## src/source/soc_pkg.sv

```systemverilog
// Shared widths, memory map and register offsets of the APB test fabric.
// Region is the top address nibble; codes above SRAM are unmapped.
package soc_pkg;

  // --------------------------------------------------
  // Bus widths
  // --------------------------------------------------
  localparam int unsigned DataWidth   = 32;
  localparam int unsigned AddrWidth   = 16;
  localparam int unsigned StrbWidth   = DataWidth / 8;
  localparam int unsigned OffsetWidth = 12;

  // --------------------------------------------------
  // Memory map
  // --------------------------------------------------
  typedef enum logic [3:0] {
    DEBUG = 4'h0,
    ROM   = 4'h1,
    CLINT = 4'h2,
    GPIO  = 4'h3,
    SRAM  = 4'h4
  } region_e;

  // One APB address, seen whole or split into region and offset
  typedef union packed {
    logic [AddrWidth-1:0] raw;
    struct packed {
      region_e                region;
      logic [OffsetWidth-1:0] offset;
    } fields;
  } apb_addr_u;

  // Memory sizes
  localparam int unsigned RomWords  = 64;
  localparam logic [15:0] RomTag    = 16'hB007;
  localparam int unsigned SramWords = 256;

  // --------------------------------------------------
  // Register offsets
  // --------------------------------------------------
  // Debug unit, ctrl bit0 ndmreset, bit1 haltreq
  localparam logic [OffsetWidth-1:0] DbgCtrlOff  = 12'h000;
  localparam logic [OffsetWidth-1:0] DbgExitOff  = 12'h004;
  localparam logic [OffsetWidth-1:0] DbgDelayOff = 12'h008;

  // CLINT
  localparam logic [OffsetWidth-1:0] ClintMsipOff = 12'h000;
  localparam logic [OffsetWidth-1:0] ClintCmpOff  = 12'h004;
  localparam logic [OffsetWidth-1:0] ClintTimeOff = 12'h008;

  // Boot window before a halt request may reach the core
  localparam int unsigned DebugDelayCycles = 20;
  localparam int unsigned DelayWidth       = $clog2(DebugDelayCycles + 1);

  localparam logic [DataWidth-1:0] CmpResetValue = '1;

endpackage

```

## src/source/soc_debug_unit.sv

```systemverilog
// Debug stand-in: ndmreset with a 2-flop reset generator, delayed halt request
// and exit code. Its own registers reset from rst_ni only.
`timescale 1ns/10ps

module soc_debug_unit (
  input  logic                            clk_i,
  input  logic                            rst_ni,
  input  logic                            sel_i,
  input  logic                            wr_i,
  input  logic [soc_pkg::OffsetWidth-1:0] offset_i,
  input  logic [soc_pkg::DataWidth-1:0]   wdata_i,
  output logic [soc_pkg::DataWidth-1:0]   rdata_o,
  output logic                            ndmreset_no,
  output logic                            debug_req_o,
  output logic [31:0]                     exit_o
);
  import soc_pkg::*;

  logic [1:0]            ctrl_q;
  logic [31:0]           exit_q;
  logic [DelayWidth-1:0] delay_q;
  logic                  wr_en;
  logic                  rstgen_rst_n;
  logic [1:0]            rstgen_q;

  assign wr_en = sel_i & wr_i;

  // --------------------------------------------------
  // Control, exit code and boot window
  // --------------------------------------------------
  always_ff @(posedge clk_i or negedge rst_ni) begin
    if (!rst_ni) begin
      ctrl_q  <= '0;
      exit_q  <= '0;
      delay_q <= DelayWidth'(DebugDelayCycles);
    end else begin
      if (wr_en && offset_i == DbgCtrlOff) begin
        ctrl_q <= wdata_i[1:0];
      end
      if (wr_en && offset_i == DbgExitOff) begin
        exit_q <= wdata_i;
      end
      // Count down once, then stay at zero
      if (delay_q != '0) begin
        delay_q <= delay_q - 1'b1;
      end
    end
  end

  // Halt request held back until the window has passed
  assign debug_req_o = ctrl_q[1] & (delay_q == '0);
  assign exit_o      = exit_q;

  always_comb begin
    case (offset_i)
      DbgCtrlOff:  rdata_o = {{(DataWidth-2){1'b0}}, ctrl_q};
      DbgExitOff:  rdata_o = exit_q;
      DbgDelayOff: rdata_o = {{(DataWidth-DelayWidth){1'b0}}, delay_q};
      default:     rdata_o = '0;
    endcase
  end

  // --------------------------------------------------
  // Peripheral reset generator
  // --------------------------------------------------
  // Asserts at once with ndmreset, releases 2 cycles after it clears
  assign rstgen_rst_n = rst_ni & ~ctrl_q[0];

  always_ff @(posedge clk_i or negedge rstgen_rst_n) begin
    if (!rstgen_rst_n) begin
      rstgen_q <= '0;
    end else begin
      rstgen_q <= {rstgen_q[0], 1'b1};
    end
  end

  assign ndmreset_no = rstgen_q[1];

endmodule

```

## config.mk

```make
export PLATFORM = sky130hd
export DESIGN_NAME = soc_debug_unit
export DESIGN_NICKNAME = d
export VERILOG_FILES = /design/src/source/soc_pkg.sv /design/src/source/soc_debug_unit.sv
export SDC_FILE = /design/constraint.sdc
export NUM_CORES = 1
export LEC_CHECK = 0
export BUFFER_PORTS_ARGS = -buffer_cell sky130_fd_sc_hd__buf_4
export CAP_MARGIN = 20
export CORE_ASPECT_RATIO = 0.75
export CORE_UTILIZATION = 41
export CTS_BUF_LIST = sky130_fd_sc_hd__clkbuf_16
export DETAILED_ROUTE_END_ITERATION = 16
export PLACE_DENSITY = 0.79
export SETUP_SLACK_MARGIN = 0.1
export SYNTH_ARGS = -nofsm -noshare
export SYNTH_HDL_FRONTEND = slang
export SYNTH_SLANG_ARGS = --single-unit
```

## constraint.sdc

```tcl
create_clock -name clk_i -period 1.96 [get_ports clk_i]
set_clock_uncertainty 0.05 [all_clocks]
set_input_delay 0.098 -clock clk_i [delete_from_list [all_inputs] [get_ports clk_i]]
set_output_delay 0.098 -clock clk_i [all_outputs]
set_load 0.005 [all_outputs]
```

==> results of run 1 <==
==> cell usage in the layout (no fill, tap or decap) <==
master and n:
a21oi_1 2, clkbuf_16 5, or4bb_1 1, nand2b_1 1, nor3_1 1, dfstp_2 2
mux2i_1 3, buf_4 120, buf_12 1, nor4_4 2, or4_4 2, xnor2_1 3
a22oi_1 3, nor4b_1 2, ha_1 2, nor2b_1 3, conb_1 1, or2_2 3
and2_1 28, nor2_1 8, mux2_1 30, clkinv_2 2, nand2_1 3, mux2_2 5
dlygate4sd3_1 33, inv_1 3, or3_1 1, dfrtp_1 39
==> layout make-up <==
| cell class | count | area (um2) |
|---|---|---|
| multi-input cells | 104 | 877 |
| clock buffers | 5 | 125 |
| well taps | 57 | 71.3 |
| repair buffers | 154 | 1250 |
| inverters | 2 | 7.51 |
| flip-flops and latches | 41 | 1030 |
| fillers | 317 | 1120 |
| clock inverters | 3 | 13.8 |
==> layer usage <==
metal / global-route usage / vias to the layer above / part of all wire
met4: 0.0740 / 0 / 0.0083
met5: 0 / - / 0
li1: - / 831 / -
met1: 0.251 / 821 / 0.43
met3: 0.0711 / 5 / 0.073
met2: 0.348 / 70 / 0.49
==> cell families (layout without fill, tap and decap cells) <==
| family | after synthesis | in the layout |
|---|---|---|
| buffers and inverters | 7 | 164 |
| AND/OR/NAND/NOR | 55 | 55 |
| AO/OA/AOI/OAI | 5 | 5 |
| other | 1 | 1 |
| flip-flops | 41 | 41 |
| multiplexers | 38 | 38 |
| adder cells (fa/ha/maj) | 2 | 2 |
| XOR/XNOR | 3 | 3 |
==> flip-flops by register name, indices dropped and copies added (netlist names) <==
register	flops
exit_o	32
delay_q	5
rstgen_q	2
ctrl_q	2
==> stage by stage <==
stage                     instance area, um2  total power, mW
after global placement                  2890            0.978
after CTS                               3350             1.80
after floorplan                         1940            0.884
final                                   3370             1.78
after global routing                    3370             1.86
after detailed placement                2890            0.980
==> worst paths after layout <==
check | start | endpoint | slack, ns
max | delay_q[0] | debug_req_o | 0.19
min | ctrl_q[0] | rstgen_q[1] | 0.18
max reg2reg | delay_q[0] | delay_q[1] | 0.45
min reg2reg | ctrl_q[0] | rstgen_q[1] | 0.18
max in group asynchronous | rst_ni | rstgen_q[0] | 1.08
min in group clk_i | rstgen_q[0] | rstgen_q[1] | 0.31
==> power by group <==
group | switching (mW) | internal, mW | total, mW
logic | 0.0526 | 0.112 | 0.165
clock network | 0.301 | 0.461 | 0.763
registers | 0.00178 | 0.851 | 0.853
total | 0.356 | 1.42 | 1.78
==> worst register-to-register path, delay by kind of cell (launching register included) <==
family / cells / cell delay, ns
buffers and inverters: 3 / 0.38
DFF: 1 / 0.42
and+or+nand+nor: 1 / 0.24
muxes: 1 / 0.16
adders and majority gates: 1 / 0.18
==> what timing repair did <==
action / 4_1_cts / 5_1_grt
hold buffers: 32 / 1
buffers inserted: 0 / 2
endpoints found under the hold margin: 68 / 1
endpoints found under the setup margin: 0 / 1
==> flow_summary.yaml, run 1 <==
synth:
  synth_common_cells: "39 x dfrtp_1, 30 x mux2_1, 28 x and2_1"
  synth.area.top_cells: "dfrtp_1 50%, mux2_1 17%, and2_1 9.0%, mux2_2 2.9%, dfstp_2 2.7%"
  synth-simple-area-share: 0.188
  syn_inst: 152
  synth_edf_count: 0
  synth-xor-area-share: 0.0135
  ys_warn_count: 0
  synth_top_family_by_area: "multiplexers"
  synth_mux_area_frac: 0.218
  async_flop_share: 1.00
  syn-num-nets: 202
  synth_most_common_cell: "dfrtp_1"
  synth-compound-area-share: 0.0167
  synth-seq-area-share: 0.529
  synth_seq_cells: 41
  synthDistinctLibCells: 25
  syn-cell-area_mm2: 0.00194
  synth_top_cell_by_area: "dfrtp_1"
  yosys_most_used_dff: "dfrtp_1"
  syn_avg_cell_area_um2: 12.8
  synth_top_area_frac: 0.502
  synth_fa_ha_area_frac: 0.0129
routing:
  num_vias: 1727
  route.detailed.drc: 0
  first_pass_iters: 4
  post_drt_via_cell_ratio: 4.72
  ant_nets: 0
  wl_per_cell_um: 13.8
  wirelength_um: 5060
  drtIter0Drc: 56
global_routing:
  grt_pass1_vias: 1631
  grt_first_pass_wirelength_um: 7540
  antenna_found_initial: 0
  gr-total-overflow: 0
  grt_max_degree: 41
  grt.total_usage: 0.207
power:
  p_leak_nw: 1.82
  powerDensity_mw_per_mm2: 528
  ir_drop_v: 0.000454
critical_path:
  path_cells: "inv_1 -> ha_1 -> nor4b_1 -> buf_4 -> and2_1 -> buf_4"
  critPathMaxFanout: 4
  start_kind: "flop"
  cp_common_cell: "buf_4"
  rr_worst_depth: 6
  crit_buf_inv: 3
  crit_cells: 6
  max_stage_delay_ns: 0.42
  cp_top_family: "flip-flops"
  crit_slowest_cell: "dfrtp_1"
  cp.arrival_ns: 1.62
  crit_type: "reg -> out"
  crit_required_ns: 1.81
  cp-end-kind: "output port"
placement:
  port_buffers: 113
  dp.cells: 323
  gp_routability_congestion: 0.747
  dp_slack_ns: 0.000457
  hpwl_um: 3460
status:
  status: "complete, no violations"
cts:
  clkLatencyLatePin_ns: 0.28
  cts_htree_levels: 2
  clk_pin_slew_ns: 0.06
  numCtsBuffers: 5
  cts_sinks: 41
  post_cts_resize_count: 0
  clock-root-buffer: "clkbuf_16"
  clk_path_buf_depth: 2
  cts_tree: "yes"
die:
  fp.dieW_um: 81.5
  start_util: 0.432
  io_pins: 114
  die_h_um: 61.6
  rows: 21
  core-area_mm2: 0.00449
  die-area_mm2: 0.00502
sta:
  fin_crit_sh: 0.901
  layout_min_cycle_time_ns: 1.77
  rsz0062_at_grt: "false"
  setup_viol: 0
  finalMaxSlewViolations: 0
  hold_ws_ns: 0.181
  fin_setup_tns_ns: 0
  fin_ws_ns: 0.194
  hold_viol: 0
  fmax_mhz: 566
layout:
  syn2layout_area_growth_pct: 73.7
  instances_no_fill: 366
  drive_gt1_frac: 0.460
  diodes: 0
  fin_nets: 358
  utilization: 0.751
run:
  cap_viol_max_count: 0
hold_path:
  hp-class: "reg -> async"
No activity file was read; power rests on OpenSTA's default activity.
==> run 2, diff against run 1 <==
Settings changed: ABC_AREA set to 1, BUFFER_PORTS_ARGS -buffer_cell sky130_fd_sc_hd__buf_4 to unset, DONT_BUFFER_PORTS set to 1, PLACE_DENSITY 0.79 to 0.58.
==> flow_summary.yaml, run 2 <==
synth:
  syn_avg_cell_area_um2: 7.66
  ys_warn_count: 0
  syn-cell-area_mm2: 0.00216
  synth_common_cells: "79 x nand2_1, 40 x inv_1, 39 x dfrtp_1"
  syn-num-nets: 332
  synth_mux_area_frac: 0
  synth-seq-area-share: 0.476
  synth_edf_count: 0
  synth_top_area_frac: 0.452
  synth-compound-area-share: 0.0185
  synth_seq_cells: 41
  synth_top_family_by_area: "simple AND/OR/NAND/NOR gates"
  synth_top_cell_by_area: "dfrtp_1"
  synth-simple-area-share: 0.352
  async_flop_share: 1.00
  syn_inst: 282
  synth.area.top_cells: "dfrtp_1 45%, nand2_1 14%, nand4_1 9.8%, inv_1 7.0%, nor2_1 6.6%"
  synth_fa_ha_area_frac: 0.0116
  yosys_most_used_dff: "dfrtp_1"
  synthDistinctLibCells: 21
  synth-xor-area-share: 0.00406
  synth_most_common_cell: "nand2_1"
critical_path:
  crit_slowest_cell: "dfrtp_1"
  cp.arrival_ns: 1.33
  crit_required_ns: 1.81
  path_cells: "inv_1 -> ha_1 -> nand3_1 -> nor2_1"
  crit_type: "reg -> out"
  startpoint: "delay_q[0]"
  timing.rr.start: "delay_q[0]"
  start_kind: "flop"
  critPathMaxFanout: 5
  cp-end-kind: "output port"
  max_stage_delay_ns: 0.40
layout:
  syn2layout_area_growth_pct: 24.3
  utilization: 0.539
  fin_nets: 363
  instances_no_fill: 386
  final_common_cell: "nand2_1"
  largest_register_ffs: 32
  diodes: 0
  mostFrequentLayoutCells: "79 x nand2_1, 41 x inv_1, 39 x dfrtp_1, 38 x nor2_1, 34 x nand4_1"
  layout.filler_cells: 453
  seq_area_mm2: 0.00103
  multi_input_area_um2: 843
  drive_gt1_frac: 0.0637
global_routing:
  grt.total_usage: 0.199
  grt_first_pass_wirelength_um: 8560
  gr-total-overflow: 0
  grt_pass1_vias: 1754
  grt_max_degree: 41
  antenna_found_initial: 0
sta:
  fin_crit_sh: 0.752
  fmax_mhz: 679
  layout_min_cycle_time_ns: 1.47
  rsz0062_at_grt: "false"
  hold_viol: 0
  finalMaxSlewViolations: 0
  setup_viol: 0
  fin_ws_ns: 0.486
  fin_setup_tns_ns: 0
routing:
  route.detailed.drc: 0
  post_drt_via_cell_ratio: 4.96
  first_pass_iters: 4
  ant_nets: 0
  wirelength_um: 5220
  num_vias: 1916
  drtIter0Drc: 82
  wl_per_cell_um: 13.5
power:
  power.total_mw: 1.85
  p_leak_nw: 1.30
  ir_drop_v: 0.000369
  powerDensity_mw_per_mm2: 690
cts:
  clk_pin_slew_ns: 0.05
  cts_setup_buffers: 0
  cts_sinks: 41
  cts_htree_levels: 2
  post_cts_resize_count: 0
  clkLatencyLatePin_ns: 0.27
  cts_tree: "yes"
  hold_buffers: 34
  clock-root-buffer: "clkbuf_16"
  numCtsBuffers: 5
  clk_path_buf_depth: 2
die:
  rows: 22
  start_util: 0.433
  die-area_mm2: 0.00556
  core-area_mm2: 0.00498
  io_pins: 114
  die_h_um: 64.9
  fp.dieW_um: 85.8
run:
  cap_viol_max_count: 0
hold_path:
  min_from: "offset_i[3]"
  hp-class: "in -> reg"
placement:
  gp_routability_congestion: 0.801
  dp_slack_ns: 0.550
  dp.cells: 344
  hpwl_um: 3530
  port_buffers: 0
status:
  status: "complete, no violations"
[run 2: changes by cell type after synthesis, moves of 5 or more]
cell / change
nor2_1: +30
mux2_2: -5
mux2_1: -30
and2_1: -28
nand3_1: +16
nand4_1: +34
o21ai_0: +6
buf_6: +7
inv_1: +38
nand2_1: +76
[run 2: per-layer routing]
metal / track usage / routed length, um
met2: 0.319 / 2380
met5: 0 / 0
met1: 0.269 / 2500
met4: 0.0438 / 29
met3: 0.0535 / 311
[run 2: critical path, delay by kind of cell (launching register included)]
kind	cells	cell delay [ns]
buffers and inverters	1	0.11
adder cells (fa/ha/maj)	1	0.15
flip-flops	1	0.40
AND/OR/NAND/NOR	2	0.39
[run 2: layout make-up]
class                      count  area share
sequential                    41       0.383
clock buffer                   5      0.0466
multi-input combinational    182       0.314
tap                           72      0.0336
timing repair buffer          41       0.150
clock inverter                 3      0.0140
inverter                      42      0.0587
[run 2: cells by family after synthesis]
logic type	count (synthesis)
other cells	1
buf+inv	59
fa+ha+maj	2
flops	41
xor+xnor	1
simple gates	170
compound gates	8
[run 2: final timing paths]
check | cells after the start | to | slack, ns
setup / recovery | 4 | debug_req_o | 0.49
hold / removal | 5 | ctrl_q[1] | 0.13
setup reg to reg | 6 | delay_q[1] | 0.69
hold reg to reg | 1 | rstgen_q[0] | 0.17
max in group asynchronous | 4 | rstgen_q[1] | 1.24
min in group asynchronous | 1 | rstgen_q[0] | 0.17
[run 2: where the power goes]
part / total [mW] / leakage, nW / switching (mW) / internal, mW
Combinational: 0.116 / 0.658 / 0.0578 / 0.0580
Sequential: 0.853 / 0.561 / 0.00258 / 0.851
Clock: 0.882 / 0.0826 / 0.292 / 0.591
Total: 1.85 / 1.30 / 0.352 / 1.50
[run 2: metrics by stage]
stage	hold WS [ns]	cell area (um2)
finish	0.129	2690
global route	0.123	2690
CTS	0.115	2690
detailed placement	-0.247	2170
global placement	-0.247	2170
floorplan	-0.248	2160
==> run 3, diff against run 2 <==
Settings changed: ABC_AREA 1 to 0, PLACE_DENSITY 0.58 to 0.6.
Clock period 1.96 ns to 1.26 ns, I/O delays scaled along.
==> flow_summary.yaml, run 3 (synthesis gave the netlist of run 1 again) <==
die:
  rows: 21
  fp.dieW_um: 81.5
  start_util: 0.432
  io_pins: 114
  die_h_um: 61.6
  die-area_mm2: 0.00502
  core-area_mm2: 0.00449
routing:
  route.detailed.drc: 0
  drtIter0Drc: 37
  num_vias: 1447
  wl_per_cell_um: 20.0
  post_drt_via_cell_ratio: 5.32
  wirelength_um: 5450
  first_pass_iters: 5
  ant_nets: 0
global_routing:
  grt.total_usage: 0.187
  gr-total-overflow: 0
  grt_first_pass_wirelength_um: 6600
  grt_max_degree: 41
  grt_pass1_vias: 1413
  antenna_found_initial: 0
status:
  status: "finished with violations"
  violations: "setup timing"
cts:
  cts_tree: "yes"
  cts_htree_levels: 2
  clkLatencyLatePin_ns: 0.27
  cts_sinks: 41
  clock-root-buffer: "clkbuf_16"
  numCtsBuffers: 5
  clk_path_buf_depth: 2
  clk_pin_slew_ns: 0.05
critical_path:
  crit_type: "in -> out"
  crit_required_ns: 1.15
  start_kind: "primary input"
  cp-end-kind: "output port"
  cp.arrival_ns: 1.44
  critPathMaxFanout: 7
power:
  ir_drop_v: 0.000626
  p_leak_nw: 1.43
  powerDensity_mw_per_mm2: 854
sta:
  hold_viol: 0
  fin_ws_ns: -0.289
  rsz0062_at_grt: "true"
  layout_min_cycle_time_ns: 1.55
  finalMaxSlewViolations: 0
  fmax_mhz: 646
  setup_viol: 70
  fin_setup_tns_ns: -17.13
  fin_crit_sh: 1.23
placement:
  place_area_mm2: 0.00213
  dp.cells: 217
  port_buffers: 0
  gp_routability_congestion: 0.736
  dp_slack_ns: -0.522
  hpwl_um: 2830
layout:
  fin_area_mm2: 0.00312
  mostFrequentLayoutCells: "39 x dfrtp_1, 33 x mux2_4, 33 x dlygate4sd3_1, 17 x and2_4, 11 x and2_1"
  final_common_cell: "dfrtp_1"
  syn2layout_area_growth_pct: 60.3
  largest_register_ffs: 32
  drive_gt1_frac: 0.526
  diodes: 0
  fin_nets: 264
  instances_no_fill: 272
run:
  cap_viol_max_count: 0
hold_path:
  hp-class: "reg -> async"
==> run 3: changes by cell type in the layout (fill, tap and decap cells not counted), sizes merged, moves of 6 or more <==
cell,delta
and2,+28
buf,+16
inv,-39
mux2,+35
nand2,-77
nand3,-16
nand4,-34
nor2,-32
o21ai,-6
==> run 3: cell type report <==
class                           count  area [um2]
Clock buffer                        5         125
Clock inverter                      3        13.8
Fill cell                         305        1380
Inverter                            2        7.51
Multi-Input combinational cell    104        1160
Sequential cell                    41        1030
Tap cell                           57        71.3
Timing Repair Buffer               60         709
==> run 3: power breakdown <==
group / leakage [nW] / total [mW] / internal (mW) / switching [mW]
sequential: 0.561 / 1.33 / 1.32 / 0.00370
combinational: 0.796 / 0.157 / 0.0967 / 0.0602
clock: 0.0748 / 1.18 / 0.718 / 0.458
total: 1.43 / 2.66 / 2.14 / 0.522
==> run 3: timing repair <==
| item | CTS | global route |
|---|---|---|
| hold buffers | 34 | 0 |
| endpoints found under the hold margin | 75 | 0 |
| pin swaps | 6 | 4 |
| endpoints found under the setup margin | 72 | 72 |
| gates cloned | 2 | 4 |
| gates resized for setup | 48 | 38 |
| buffers inserted | 4 | 3 |
==> run 3: routing by layer <==
layer | track usage | vias up | wire, um
li1 | - | 646 | -
met1 | 0.221 | 707 | 2270
met2 | 0.324 | 90 | 2710
met3 | 0.0607 | 4 | 441
met4 | 0.0689 | 0 | 25
met5 | 0 | - | 0
==> run 3: stage by stage <==
stage / hold WS (ns) / power [mW] / utilization
after floorplan: -0.283 / 1.38 / -
after global placement: -0.282 / 1.38 / 0.473
after detailed placement: -0.282 / 1.38 / 0.473
after CTS: 0.181 / 2.68 / 0.639
after global routing: 0.215 / 2.76 / 0.693
final: 0.169 / 2.66 / 0.693
==> run 3: worst max-delay path, cell delays in order <==
cell and delay (ns):
or4_4 0.54, buf_6 0.15, nor4_4 0.21, buf_6 0.17, clkbuf_16 0.15, and2_4 0.15
==> run 3: final timing paths <==
path / cells past startpoint / start / slack [ns] / end
max: 6 / offset_i[5] / -0.29 / rdata_o[21]
min: 1 / ctrl_q[0] / 0.17 / rstgen_q[1]
max reg2reg: 6 / delay_q[0] / -0.11 / delay_q[1]
min reg2reg: 1 / ctrl_q[0] / 0.17 / rstgen_q[1]
max in group asynchronous: 3 / rst_ni / 0.53 / rstgen_q[0]
min in group clk_i: 2 / offset_i[2] / 0.22 / rdata_o[0]
