===== config.mk =====
export PLATFORM = sky130hd
export DESIGN_NAME = soc_clint
export DESIGN_NICKNAME = d
export VERILOG_FILES = /design/src/source/soc_pkg.sv /design/src/source/soc_clint.sv
export SDC_FILE = /design/constraint.sdc
export NUM_CORES = 1
export LEC_CHECK = 0
export ABC_AREA = 1
export BUFFER_PORTS_ARGS = -buffer_cell sky130_fd_sc_hd__buf_2
export CAP_MARGIN = 30
export CORE_MARGIN = 5
export CORE_UTILIZATION = 60
export CTS_CLUSTER_DIAMETER = 150
export DETAILED_ROUTE_END_ITERATION = 6
export PLACE_DENSITY_LB_ADDON = 0.12
export SYNTH_ARGS = -nofsm -noshare
export SYNTH_HDL_FRONTEND = slang
export SYNTH_SLANG_ARGS = --single-unit

===== constraint.sdc =====
create_clock -name clk_i -period 5.68 [get_ports clk_i]
set_input_delay 0.284 -clock clk_i [delete_from_list [all_inputs] [get_ports clk_i]]
set_output_delay 0.284 -clock clk_i [all_outputs]
set_load 0.01 [all_outputs]

===== src/source/soc_pkg.sv =====
// Shared widths, memory map and register offsets of the APB test fabric.
// Region is the top address nibble; codes above SRAM are unmapped.
package soc_pkg;

  // --------------------------------------------------
  // Bus widths
  // --------------------------------------------------
  localparam int unsigned DataWidth   = 32;
  localparam int unsigned AddrWidth   = 16;
  localparam int unsigned StrbWidth   = DataWidth / 8;
  localparam int unsigned OffsetWidth = 12;

  // --------------------------------------------------
  // Memory map
  // --------------------------------------------------
  typedef enum logic [3:0] {
    DEBUG = 4'h0,
    ROM   = 4'h1,
    CLINT = 4'h2,
    GPIO  = 4'h3,
    SRAM  = 4'h4
  } region_e;

  // One APB address, seen whole or split into region and offset
  typedef union packed {
    logic [AddrWidth-1:0] raw;
    struct packed {
      region_e                region;
      logic [OffsetWidth-1:0] offset;
    } fields;
  } apb_addr_u;

  // Memory sizes
  localparam int unsigned RomWords  = 64;
  localparam logic [15:0] RomTag    = 16'hB007;
  localparam int unsigned SramWords = 256;

  // --------------------------------------------------
  // Register offsets
  // --------------------------------------------------
  // Debug unit, ctrl bit0 ndmreset, bit1 haltreq
  localparam logic [OffsetWidth-1:0] DbgCtrlOff  = 12'h000;
  localparam logic [OffsetWidth-1:0] DbgExitOff  = 12'h004;
  localparam logic [OffsetWidth-1:0] DbgDelayOff = 12'h008;

  // CLINT
  localparam logic [OffsetWidth-1:0] ClintMsipOff = 12'h000;
  localparam logic [OffsetWidth-1:0] ClintCmpOff  = 12'h004;
  localparam logic [OffsetWidth-1:0] ClintTimeOff = 12'h008;

  // Boot window before a halt request may reach the core
  localparam int unsigned DebugDelayCycles = 20;
  localparam int unsigned DelayWidth       = $clog2(DebugDelayCycles + 1);

  localparam logic [DataWidth-1:0] CmpResetValue = '1;

endpackage


===== src/source/soc_clint.sv =====
// Timer block with one hart: mtime advanced by rtc_i rising edges, mtimecmp, msip.
// rtc_i is asynchronous and must stay high and low for at least 2 clock cycles.
`timescale 1ns/10ps

module soc_clint (
  input  logic                            clk_i,
  input  logic                            rst_ni,
  input  logic                            ndmreset_ni,
  input  logic                            rtc_i,
  input  logic                            sel_i,
  input  logic                            wr_i,
  input  logic [soc_pkg::OffsetWidth-1:0] offset_i,
  input  logic [soc_pkg::DataWidth-1:0]   wdata_i,
  output logic [soc_pkg::DataWidth-1:0]   rdata_o,
  output logic                            timer_irq_o,
  output logic                            ipi_o
);
  import soc_pkg::*;

  logic                 clint_rst_n;
  logic [1:0]           rtc_sync_q;
  logic                 rtc_prev_q;
  logic                 rtc_rise;
  logic [DataWidth-1:0] mtime_q;
  logic [DataWidth-1:0] mtimecmp_q;
  logic                 msip_q;
  logic                 wr_en;

  // Power-on reset or peripheral reset from the debug unit
  assign clint_rst_n = rst_ni & ndmreset_ni;

  // --------------------------------------------------
  // rtc tick
  // --------------------------------------------------
  always_ff @(posedge clk_i or negedge clint_rst_n) begin
    if (!clint_rst_n) begin
      rtc_sync_q <= '0;
      rtc_prev_q <= 1'b0;
    end else begin
      rtc_sync_q <= {rtc_sync_q[0], rtc_i};
      rtc_prev_q <= rtc_sync_q[1];
    end
  end

  assign rtc_rise = rtc_sync_q[1] & ~rtc_prev_q;

  // --------------------------------------------------
  // Registers
  // --------------------------------------------------
  assign wr_en = sel_i & wr_i;

  always_ff @(posedge clk_i or negedge clint_rst_n) begin
    if (!clint_rst_n) begin
      mtime_q    <= '0;
      mtimecmp_q <= CmpResetValue;
      msip_q     <= 1'b0;
    end else begin
      // A bus write to mtime wins over a tick in the same cycle
      if (wr_en && offset_i == ClintTimeOff) begin
        mtime_q <= wdata_i;
      end else if (rtc_rise) begin
        mtime_q <= mtime_q + 1'b1;
      end
      if (wr_en && offset_i == ClintCmpOff) begin
        mtimecmp_q <= wdata_i;
      end
      if (wr_en && offset_i == ClintMsipOff) begin
        msip_q <= wdata_i[0];
      end
    end
  end

  always_comb begin
    case (offset_i)
      ClintMsipOff: rdata_o = {{(DataWidth-1){1'b0}}, msip_q};
      ClintCmpOff:  rdata_o = mtimecmp_q;
      ClintTimeOff: rdata_o = mtime_q;
      default:      rdata_o = '0;
    endcase
  end

  assign timer_irq_o = (mtime_q >= mtimecmp_q);
  assign ipi_o       = msip_q;

endmodule


==> impl_metrics.yaml, run 1 <==
floorplanning:
  io_pins: 84
  core_area_sq_um: 7810
  start_util_pct: 62.2
  dieArea_sq_um: 9990
  chipHeight_um: 99.9
  placementRows: 32
  die_w_um: 99.9
timing:
  fin_crit_ns: 2.44
  max_slew_margin_pct: 40.6
  setup_viol: 0
  slew_violations: 0
  hold_viol: 0
  worst-slew-pin-transition_ns: 0.891
  setup_tns_ns: 0
  fmax_ghz: 0.409
  period_share_pct: 43.0
  fin_skew_ns: 0.0126
  rsz0062_at_grt: "no"
cts:
  clockBufferDepth: 2
  cts_hold_buffers: 0
  clockRootBuffer: "clkbuf_8"
  numCtsBuffers: 9
  cts_resized: 0
  clock-sinks: 68
  clk_latency_ns: 0.35
  cts_tree: "done"
  path_clk_slew_ns: 0.08
  ctsHtreeMaxLevel: 3
  postCtsSetupRepairBufs: 0
drt:
  drt_iter0_markers: 268
  drt-total-wl_um: 12800
  top_layer: "met4"
  ant_nets: 0
  routed-via-count: 4700
  drcViolationCount: 0
  wl_per_cell_um: 14.8
  dr_wl_met2_um: 6020
  wl_met3_um: 819
  first_pass_iters: 5
  wl_met1_um: 5830
  viasPerCell: 5.42
synthesis:
  ys_ff_latch: 68
  ys_seq_area_share_pct: 35.9
  yosysUniqueCellTypes: 30
  yosys_warnings: 0
  synthCells: 685
  synth_nets: 768
  synth.largest_area_cell: "dfrtp_1"
  synthTopCellsByArea: "dfrtp_1 (19%), dfstp_2 (17%), nand2_1 (14%)"
  synth.avg_cell_area_sq_um: 7.09
  synth_area_sq_um: 4850
  synth.top_cell.area_share_pct: 18.6
finish:
  seqCellArea_sq_um: 1740
  nFillCells: 710
  final_core_util_pct: 70.0
  layout-drive-gt1-share_pct: 21.0
  multiInputGateArea_sq_um: 2540
  area_growth_pct: 12.6
  n_antenna_cell: 0
  nNetsFinal: 843
pwr:
  cellPowerDensity_nw_per_um2: 202
  power.sequential.fraction_pct: 48.2
  combinationalPowerShare_pct: 14.6
  power.internal_w: 0.000783
  switching_share_pct: 29.1
  pwr-share-clk_pct: 37.3
  switchingPower_w: 0.000322
  power.total_w: 0.00110
  leakage_nw: 2.93
  ir_drop_mv: 0.134
critical_path:
  arrival_ns: 2.16
  critPathLaunchType: "flop"
  path_max_fanout: 2
  worstPathRequired_ns: 5.40
  ff2ff_setup_slack_ns: 3.93
  end_kind: "output port"
  path_class: "flop to output port"
place:
  io_buffer_count: 83
  place_congestion: 0.904
  hpwl_um: 9380
global_route:
  overflow: 0
  first_global_vias: 4654
  grt_max_degree: 69
  grt_antenna_before_repair: 0
  grt_pass1_wl_um: 21300
  grt_use_total_pct: 26.3
worst_hold_path:
  min_path_type: "input pin to flop"
status:
  status: "completed"
flow_run:
  cap_violations: 0
worst max-delay path, cell delays in order, from the launching register on:
cell	delay (ns)
dfstp_2	0.53
inv_1	0.05
ha_1	0.29
nand2_1	0.07
nor2_1	0.18
nand4_1	0.18
a21oi_1	0.21
nor2_1	0.07
nand2_1	0.10
buf_2	0.14
through the flow:
step	hold WS (ns)	cell area, sq um	std cells	setup WS [ns]
2_1_floorplan	0.315	4850	685	3.70
3_3_place_gp	0.336	5260	851	3.36
3_5_place_dp	0.340	5260	851	3.27
4_1_cts	0.0251	5460	867	3.22
5_1_grt	0.0203	5460	867	3.02
6_report	0.0366	5460	867	3.24
registers in the layout, indices dropped and copies added (netlist names):
register,count
mtime_q,32
mtimecmp_q,32
rtc_sync_q,2
ipi_o,1
rtc_prev_q,1
cells in the mapped netlist:
library cell,count
o21a_1,2
clkbuf_1,7
nor3_2,1
nand2_4,1
dfstp_2,32
o21ai_0,13
nand3_1,42
buf_2,3
nor2_4,2
nor2_2,4
a21oi_2,2
o22ai_1,31
xor2_1,16
ha_1,33
nor2_1,75
nand3_4,1
o21ai_1,14
inv_1,101
a21oi_1,43
buf_6,7
nand4_1,6
dfrtp_1,36
nand2_2,3
nor3_1,9
o21bai_1,1
inv_2,10
nand2_1,179
buf_4,4
o21ai_2,3
o211ai_1,4
power groups by stage:
| stage | combinational [W] | sequential [W] | clock (W) |
|---|---|---|---|
| floorplan | 0.000114 | 0.000533 | 0 |
| global placement | 0.000154 | 0.000539 | 0 |
| detailed placement | 0.000161 | 0.000540 | 0 |
| CTS | 0.000162 | 0.000532 | 0.000420 |
| global route | 0.000186 | 0.000535 | 0.000448 |
| finish | 0.000161 | 0.000532 | 0.000412 |
cell type report:
class	count	area share, %
timing repair buffer	85	7.88
multi-input combinational	485	46.6
clock buffer	10	2.52
clock inverter	6	1.17
sequential	68	31.9
tap	102	2.34
inverter	111	7.63
final timing paths:
path | from | cells past startpoint | endpoint
min in group asynchronous | ndmreset_ni | 4 | mtime_q[26]$_DFFE_PN0P_
worst max register to register | mtime_q[1]$_DFFE_PN0P_ | 9 | mtime_q[24]$_DFFE_PN0P_
worst max-delay path | mtimecmp_q[31]$_DFFE_PN1P_ | 9 | timer_irq_o
worst min-delay path | rtc_i | 1 | rtc_sync_q[0]$_DFF_PN0_
worst min register to register | rtc_sync_q[0]$_DFF_PN0_ | 0 | rtc_sync_q[1]$_DFF_PN0_
max in group asynchronous | rst_ni | 4 | mtime_q[8]$_DFFE_PN0P_
cells by family (layout without fill, tap and decap cells):
kind of cell,count (synthesis),after routing,share of synthesized area [%]
fa+ha+maj,33,33,8.51
xor+xnor,16,16,2.89
buf+inv,132,212,11.7
compound gates,113,113,13.2
flops,68,68,35.9
simple gates,323,323,27.8
metal layers:
layer	up-vias	global-route usage [%]
met1	2193	35.3
li1	2343	-
met5	-	0
met4	0	7.35
met2	152	43.8
met3	12	4.59
placed cells by master (no fill, tap or decap), types with 4 or more instances in the layout:
cell type | Yosys | routed
dfrtp_1 | 36 | 36
dfstp_2 | 32 | 32
clkbuf_8 | 0 | 10
o21ai_0 | 13 | 13
nor2_1 | 75 | 75
nor2_2 | 4 | 4
nand3_1 | 42 | 42
ha_1 | 33 | 33
o211ai_1 | 4 | 4
inv_2 | 10 | 11
inv_1 | 101 | 100
a21oi_1 | 43 | 43
o22ai_1 | 31 | 31
nor3_1 | 9 | 9
buf_2 | 3 | 83
nand4_1 | 6 | 6
nand2_1 | 179 | 179
xor2_1 | 16 | 16
o21ai_1 | 14 | 14
(Power assumes the default switching activity.)
==> run 2, diff against run 1 <==
--- a/config.mk
+++ b/config.mk
@@ -9,7 +9,7 @@
 export BUFFER_PORTS_ARGS = -buffer_cell sky130_fd_sc_hd__buf_2
 export CAP_MARGIN = 30
 export CORE_MARGIN = 5
-export CORE_UTILIZATION = 60
+export CORE_UTILIZATION = 57
 export CTS_CLUSTER_DIAMETER = 150
 export DETAILED_ROUTE_END_ITERATION = 6
 export PLACE_DENSITY_LB_ADDON = 0.12
==> constraint.sdc (replaced) <==
create_clock -name clk_i -period 2.3 [get_ports clk_i]
set_input_delay 0.115 -clock clk_i [delete_from_list [all_inputs] [get_ports clk_i]]
set_output_delay 0.115 -clock clk_i [all_outputs]
set_load 0.01 [all_outputs]
==> run 2 against run 1 <==
Compared with the run above: die area up 4.7%; non-clock buffer count increased by 20; critical endpoint unchanged; clock-buffer cell count up 2.
==> impl_metrics.yaml, run 2 (synthesis gave the netlist of run 1 again) <==
finish:
  stdcell_count: 890
  nNetsFinal: 863
  final_cell_mix: "nand2_1 (179), inv_1 (100), buf_2 (83)"
  n_antenna_cell: 0
  layout_commonest_cell: "nand2_1"
  nFillCells: 729
  top_regs: "mtime_q (32), mtimecmp_q (32), rtc_sync_q (2)"
  seqCellArea_sq_um: 1740
  area_growth_pct: 16.1
  multiInputGateArea_sq_um: 2550
  layout-drive-gt1-share_pct: 20.6
place:
  io_buffer_count: 83
  hpwl_um: 9120
  place_congestion: 0.957
  place_inst: 856
timing:
  setup_tns_ns: 0
  max_slew_margin_pct: 56.4
  fin_skew_ns: 0.0138
  period_share_pct: 93.6
  rsz0062_at_grt: "no"
  setup_viol: 0
  worst-slew-pin-transition_ns: 0.654
  slew_violations: 0
  fin_crit_ns: 2.15
  hold_viol: 0
  fmax_ghz: 0.464
critical_path:
  cp-startpoint: "mtimecmp_q[31]$_DFFE_PN1P_"
  path_max_fanout: 2
  end_kind: "output port"
  worstPathRequired_ns: 2.18
  r2r_start: "mtime_q[1]$_DFFE_PN0P_"
  critPathLaunchType: "flop"
  path_class: "flop to output port"
  arrival_ns: 2.04
pwr:
  leakage_nw: 2.99
  ir_drop_mv: 0.264
  cellPowerDensity_nw_per_um2: 467
global_route:
  grt_pass1_wl_um: 21800
  grt_max_degree: 65
  first_global_vias: 4686
  grt_antenna_before_repair: 0
  overflow: 0
  grt_use_total_pct: 25.9
drt:
  drcViolationCount: 0
  wl_per_cell_um: 14.1
  routed-via-count: 4696
  drt-total-wl_um: 12600
  viasPerCell: 5.28
  ant_nets: 0
  first_pass_iters: 5
  drt_iter0_markers: 301
cts:
  clockBufferDepth: 2
  path_clk_slew_ns: 0.08
  numCtsBuffers: 9
  postCtsSetupRepairBufs: 0
  clk_latency_ns: 0.36
  ctsHtreeMaxLevel: 3
  clockRootBuffer: "clkbuf_8"
  cts_tree: "done"
  clock-sinks: 68
worst_hold_path:
  min_path_type: "input pin to flop"
  hold_start: "wdata_i[23]"
flow_run:
  cap_violations: 0
floorplanning:
  placementRows: 33
  start_util_pct: 58.8
  chipHeight_um: 102
  dieArea_sq_um: 10500
  die_w_um: 102
  io_pins: 84
  core_area_sq_um: 8260
status:
  status: "completed"
## run 2: critical path, stage by stage (launching register included)
cell     delay [ns]
dfstp_2        0.53
inv_1          0.05
ha_1           0.28
nand2_1        0.10
nor2_2         0.14
nand4_1        0.16
a21oi_1        0.15
nor2_1         0.06
nand2_1        0.08
buf_2          0.13
## run 2: cell type report
class                           instances  share of cell area, %
Multi-Input combinational cell        485                   45.2
Sequential cell                        68                   30.9
Timing Repair Buffer                  105                   11.1
Inverter                              111                   7.40
Clock buffer                           12                   2.58
Tap cell                              105                   2.33
Clock inverter                          4                  0.444
## run 2: final timing paths
check	endpoint	slack, ns	depth (start not counted)
setup / recovery	timer_irq_o	0.15	9
hold / removal	mtimecmp_q[23]$_DFFE_PN1P_	0.0009	3
setup reg to reg	mtime_q[20]$_DFFE_PN0P_	0.58	9
hold reg to reg	rtc_sync_q[1]$_DFF_PN0_	0.36	0
max in group asynchronous	mtimecmp_q[9]$_DFFE_PN1P_	0.81	6
min in group asynchronous	ipi_o$_DFFE_PN0P_	0.23	4
## run 2: metrics by stage
step	area [sq um]	worst slack (ns)	utilization, %	power (W)	hold slack (ns)
2_1_floorplan	4850	0.486	-	0.00160	0.146
3_5_place_dp	5280	0.512	63.9	0.00174	0.0392
4_1_cts	5630	0.125	68.2	0.00265	0.00242
6_report	5630	0.146	68.2	0.00263	0.000938
5_1_grt	5630	0.0176	68.2	0.00277	0.00573
3_3_place_gp	5280	0.562	63.9	0.00172	0.0303
## run 2: routing by layer
layer / wire length [um] / GRT usage [%]
met4: 136 / 8.48
met5: 0 / 0
met2: 5960 / 42.3
met3: 719 / 3.14
met1: 5740 / 36.0
## run 2: where the power goes
part           switching (W)  internal, W  leakage, nW
Combinational       0.000245     0.000179         2.10
Sequential         0.0000650      0.00125        0.815
Clock               0.000473     0.000418       0.0824
Total               0.000782      0.00185         2.99
## run 2: what timing repair did
item                                   CTS  global route
gates resized for setup                  0             1
setup endpoints to repair                0             1
hold buffers                            18             0
endpoints found under the hold margin   33             0
==> run 3, diff against run 2 <==
--- a/config.mk
+++ b/config.mk
@@ -9,10 +9,10 @@
 export BUFFER_PORTS_ARGS = -buffer_cell sky130_fd_sc_hd__buf_2
 export CAP_MARGIN = 30
 export CORE_MARGIN = 5
-export CORE_UTILIZATION = 57
+export CORE_UTILIZATION = 45
 export CTS_CLUSTER_DIAMETER = 150
 export DETAILED_ROUTE_END_ITERATION = 6
-export PLACE_DENSITY_LB_ADDON = 0.12
+export PLACE_DENSITY = 0.66
 export SYNTH_ARGS = -nofsm -noshare
 export SYNTH_HDL_FRONTEND = slang
 export SYNTH_SLANG_ARGS = --single-unit
==> constraint.sdc (replaced) <==
create_clock -name clk_i -period 2.6 [get_ports clk_i]
set_input_delay 0.13 -clock clk_i [delete_from_list [all_inputs] [get_ports clk_i]]
set_output_delay 0.13 -clock clk_i [all_outputs]
set_load 0.01 [all_outputs]
==> run 3 against run 2 <==
Compared with the run above: flip-flop and latch count is the same; via count grew 0.26%; clock power rose by 2.2%; die area up 24%; utilization shrank 16 points; sequential power shrank 11%; global-route usage fell by 5.1 points; sequential share of layout area hardly changed; total power down 7.1%; largest power group unchanged.
==> impl_metrics.yaml, run 3 (synthesis gave the netlist of run 1 again) <==
finish:
  final_cell_mix: "nand2_1 (179), inv_1 (100), buf_2 (83)"
  layout-drive-gt1-share_pct: 20.3
  multiInputGateArea_sq_um: 2540
  nFillCells: 1099
  nNetsFinal: 855
  top_regs: "mtime_q (32), mtimecmp_q (32), rtc_sync_q (2)"
  seqCellArea_sq_um: 1740
  n_antenna_cell: 0
  layout_commonest_cell: "nand2_1"
  area_growth_pct: 16.1
cts:
  path_clk_slew_ns: 0.07
  postCtsSetupRepairBufs: 0
  clockBufferDepth: 2
  clk_latency_ns: 0.35
  numCtsBuffers: 9
  cts_tree: "done"
  ctsHtreeMaxLevel: 3
  clock-sinks: 68
  clockRootBuffer: "clkbuf_8"
floorplanning:
  chipHeight_um: 114
  dieArea_sq_um: 13000
  die_w_um: 114
  core_area_sq_um: 10700
  placementRows: 38
  start_util_pct: 45.4
  io_pins: 84
drt:
  routed-via-count: 4708
  ant_nets: 0
  wl_per_cell_um: 14.3
  drt_iter0_markers: 278
  drcViolationCount: 0
  drt-total-wl_um: 13100
  viasPerCell: 5.13
  first_pass_iters: 5
global_route:
  overflow: 0
  first_global_vias: 4599
  grt_pass1_wl_um: 21900
  grt_use_total_pct: 20.9
  grt_antenna_before_repair: 0
  grt_max_degree: 65
status:
  status: "completed"
critical_path:
  path_max_fanout: 2
  arrival_ns: 2.06
  end_kind: "output port"
  critPathLaunchType: "flop"
  path_class: "flop to output port"
  worstPathRequired_ns: 2.47
pwr:
  cellPowerDensity_nw_per_um2: 433
  leakage_nw: 2.98
  ir_drop_mv: 0.352
place:
  preCtsSetupSlack_ns: 0.804
  place_congestion: 0.909
  hpwl_um: 9650
  io_buffer_count: 83
timing:
  worst-slew-pin-transition_ns: 0.756
  rsz0062_at_grt: "no"
  max_slew_margin_pct: 49.5
  hold_viol: 0
  fmax_ghz: 0.456
  fin_crit_ns: 2.19
  period_share_pct: 84.4
  fin_skew_ns: 0.00687
  setup_tns_ns: 0
  fin_ws_ns: 0.405
  setup_viol: 0
  slew_violations: 0
worst_hold_path:
  min_path_type: "input pin to flop"
flow_run:
  cap_violations: 0
## run 3: cell types whose count changed in the layout (fill, tap and decap cells not counted), sizes merged
cell / delta
clkbuf: +3
clkinvlp: -2
dlygate4sd3: -7
buf: -1
bufinv: +1
clkinv: -2
## run 3: area by class of cell
cell class | count | area share, %
timing repair buffer | 97 | 9.95
clock inverter | 1 | 0.533
inverter | 111 | 7.39
tap | 140 | 3.11
multi-input combinational | 485 | 45.2
clock buffer | 15 | 2.95
sequential | 68 | 30.9
## run 3: report_power, final
group	internal, W	switching [W]	total, W
Clock	0.000498	0.000412	0.000910
Sequential	0.00111	0.0000558	0.00116
Combinational	0.000151	0.000221	0.000371
Total	0.00175	0.000688	0.00244
## run 3: repair_timing
action,CTS,global route
hold buffers,11,0
resized for setup,0,0
hold endpoints to repair,26,0
## run 3: worst max-delay path: stages (launching register included)
cell and delay (ns):
dfstp_2 0.54, inv_1 0.06, ha_1 0.29, nand2_1 0.08, nor2_1 0.17, nand4_1 0.13, a21oi_1 0.13, nor2_1 0.07
nand2_1 0.09, buf_2 0.13
## run 3: routing by layer
metal	part of all wire [%]	global-route usage, %
met2	49	35.3
met4	2.1	7.44
met5	0	0
met3	4.3	4.14
met1	44	26.6
## run 3: through the flow
step                      util (%)  hold slack (ns)  cells  total power (W)  instance area [sq um]
after detailed placement      49.8            0.240    890          0.00154                   5330
after global routing          52.7          0.00338    917          0.00258                   5640
final                         52.7           0.0132    917          0.00244                   5640
after floorplan                  -            0.161    685          0.00141                   4850
after global placement        49.8            0.240    890          0.00153                   5330
after CTS                     52.7        0.0000271    917          0.00247                   5640
## run 3: path summary, 6_finish.rpt
| check | from | endpoint | slack, ns | cells past startpoint |
|---|---|---|---|---|
| setup / recovery | mtimecmp_q[31]$_DFFE_PN1P_ | timer_irq_o | 0.41 | 9 |
| setup reg to reg | mtime_q[1]$_DFFE_PN0P_ | mtime_q[24]$_DFFE_PN0P_ | 0.85 | 9 |
| hold / removal | wdata_i[28] | mtimecmp_q[28]$_DFFE_PN1P_ | 0.01 | 3 |
| max in group asynchronous | ndmreset_ni | mtimecmp_q[7]$_DFFE_PN1P_ | 0.86 | 6 |
| hold reg to reg | rtc_sync_q[0]$_DFF_PN0_ | rtc_sync_q[1]$_DFF_PN0_ | 0.35 | 0 |
| min in group asynchronous | rst_ni | mtime_q[27]$_DFFE_PN0P_ | 0.49 | 4 |
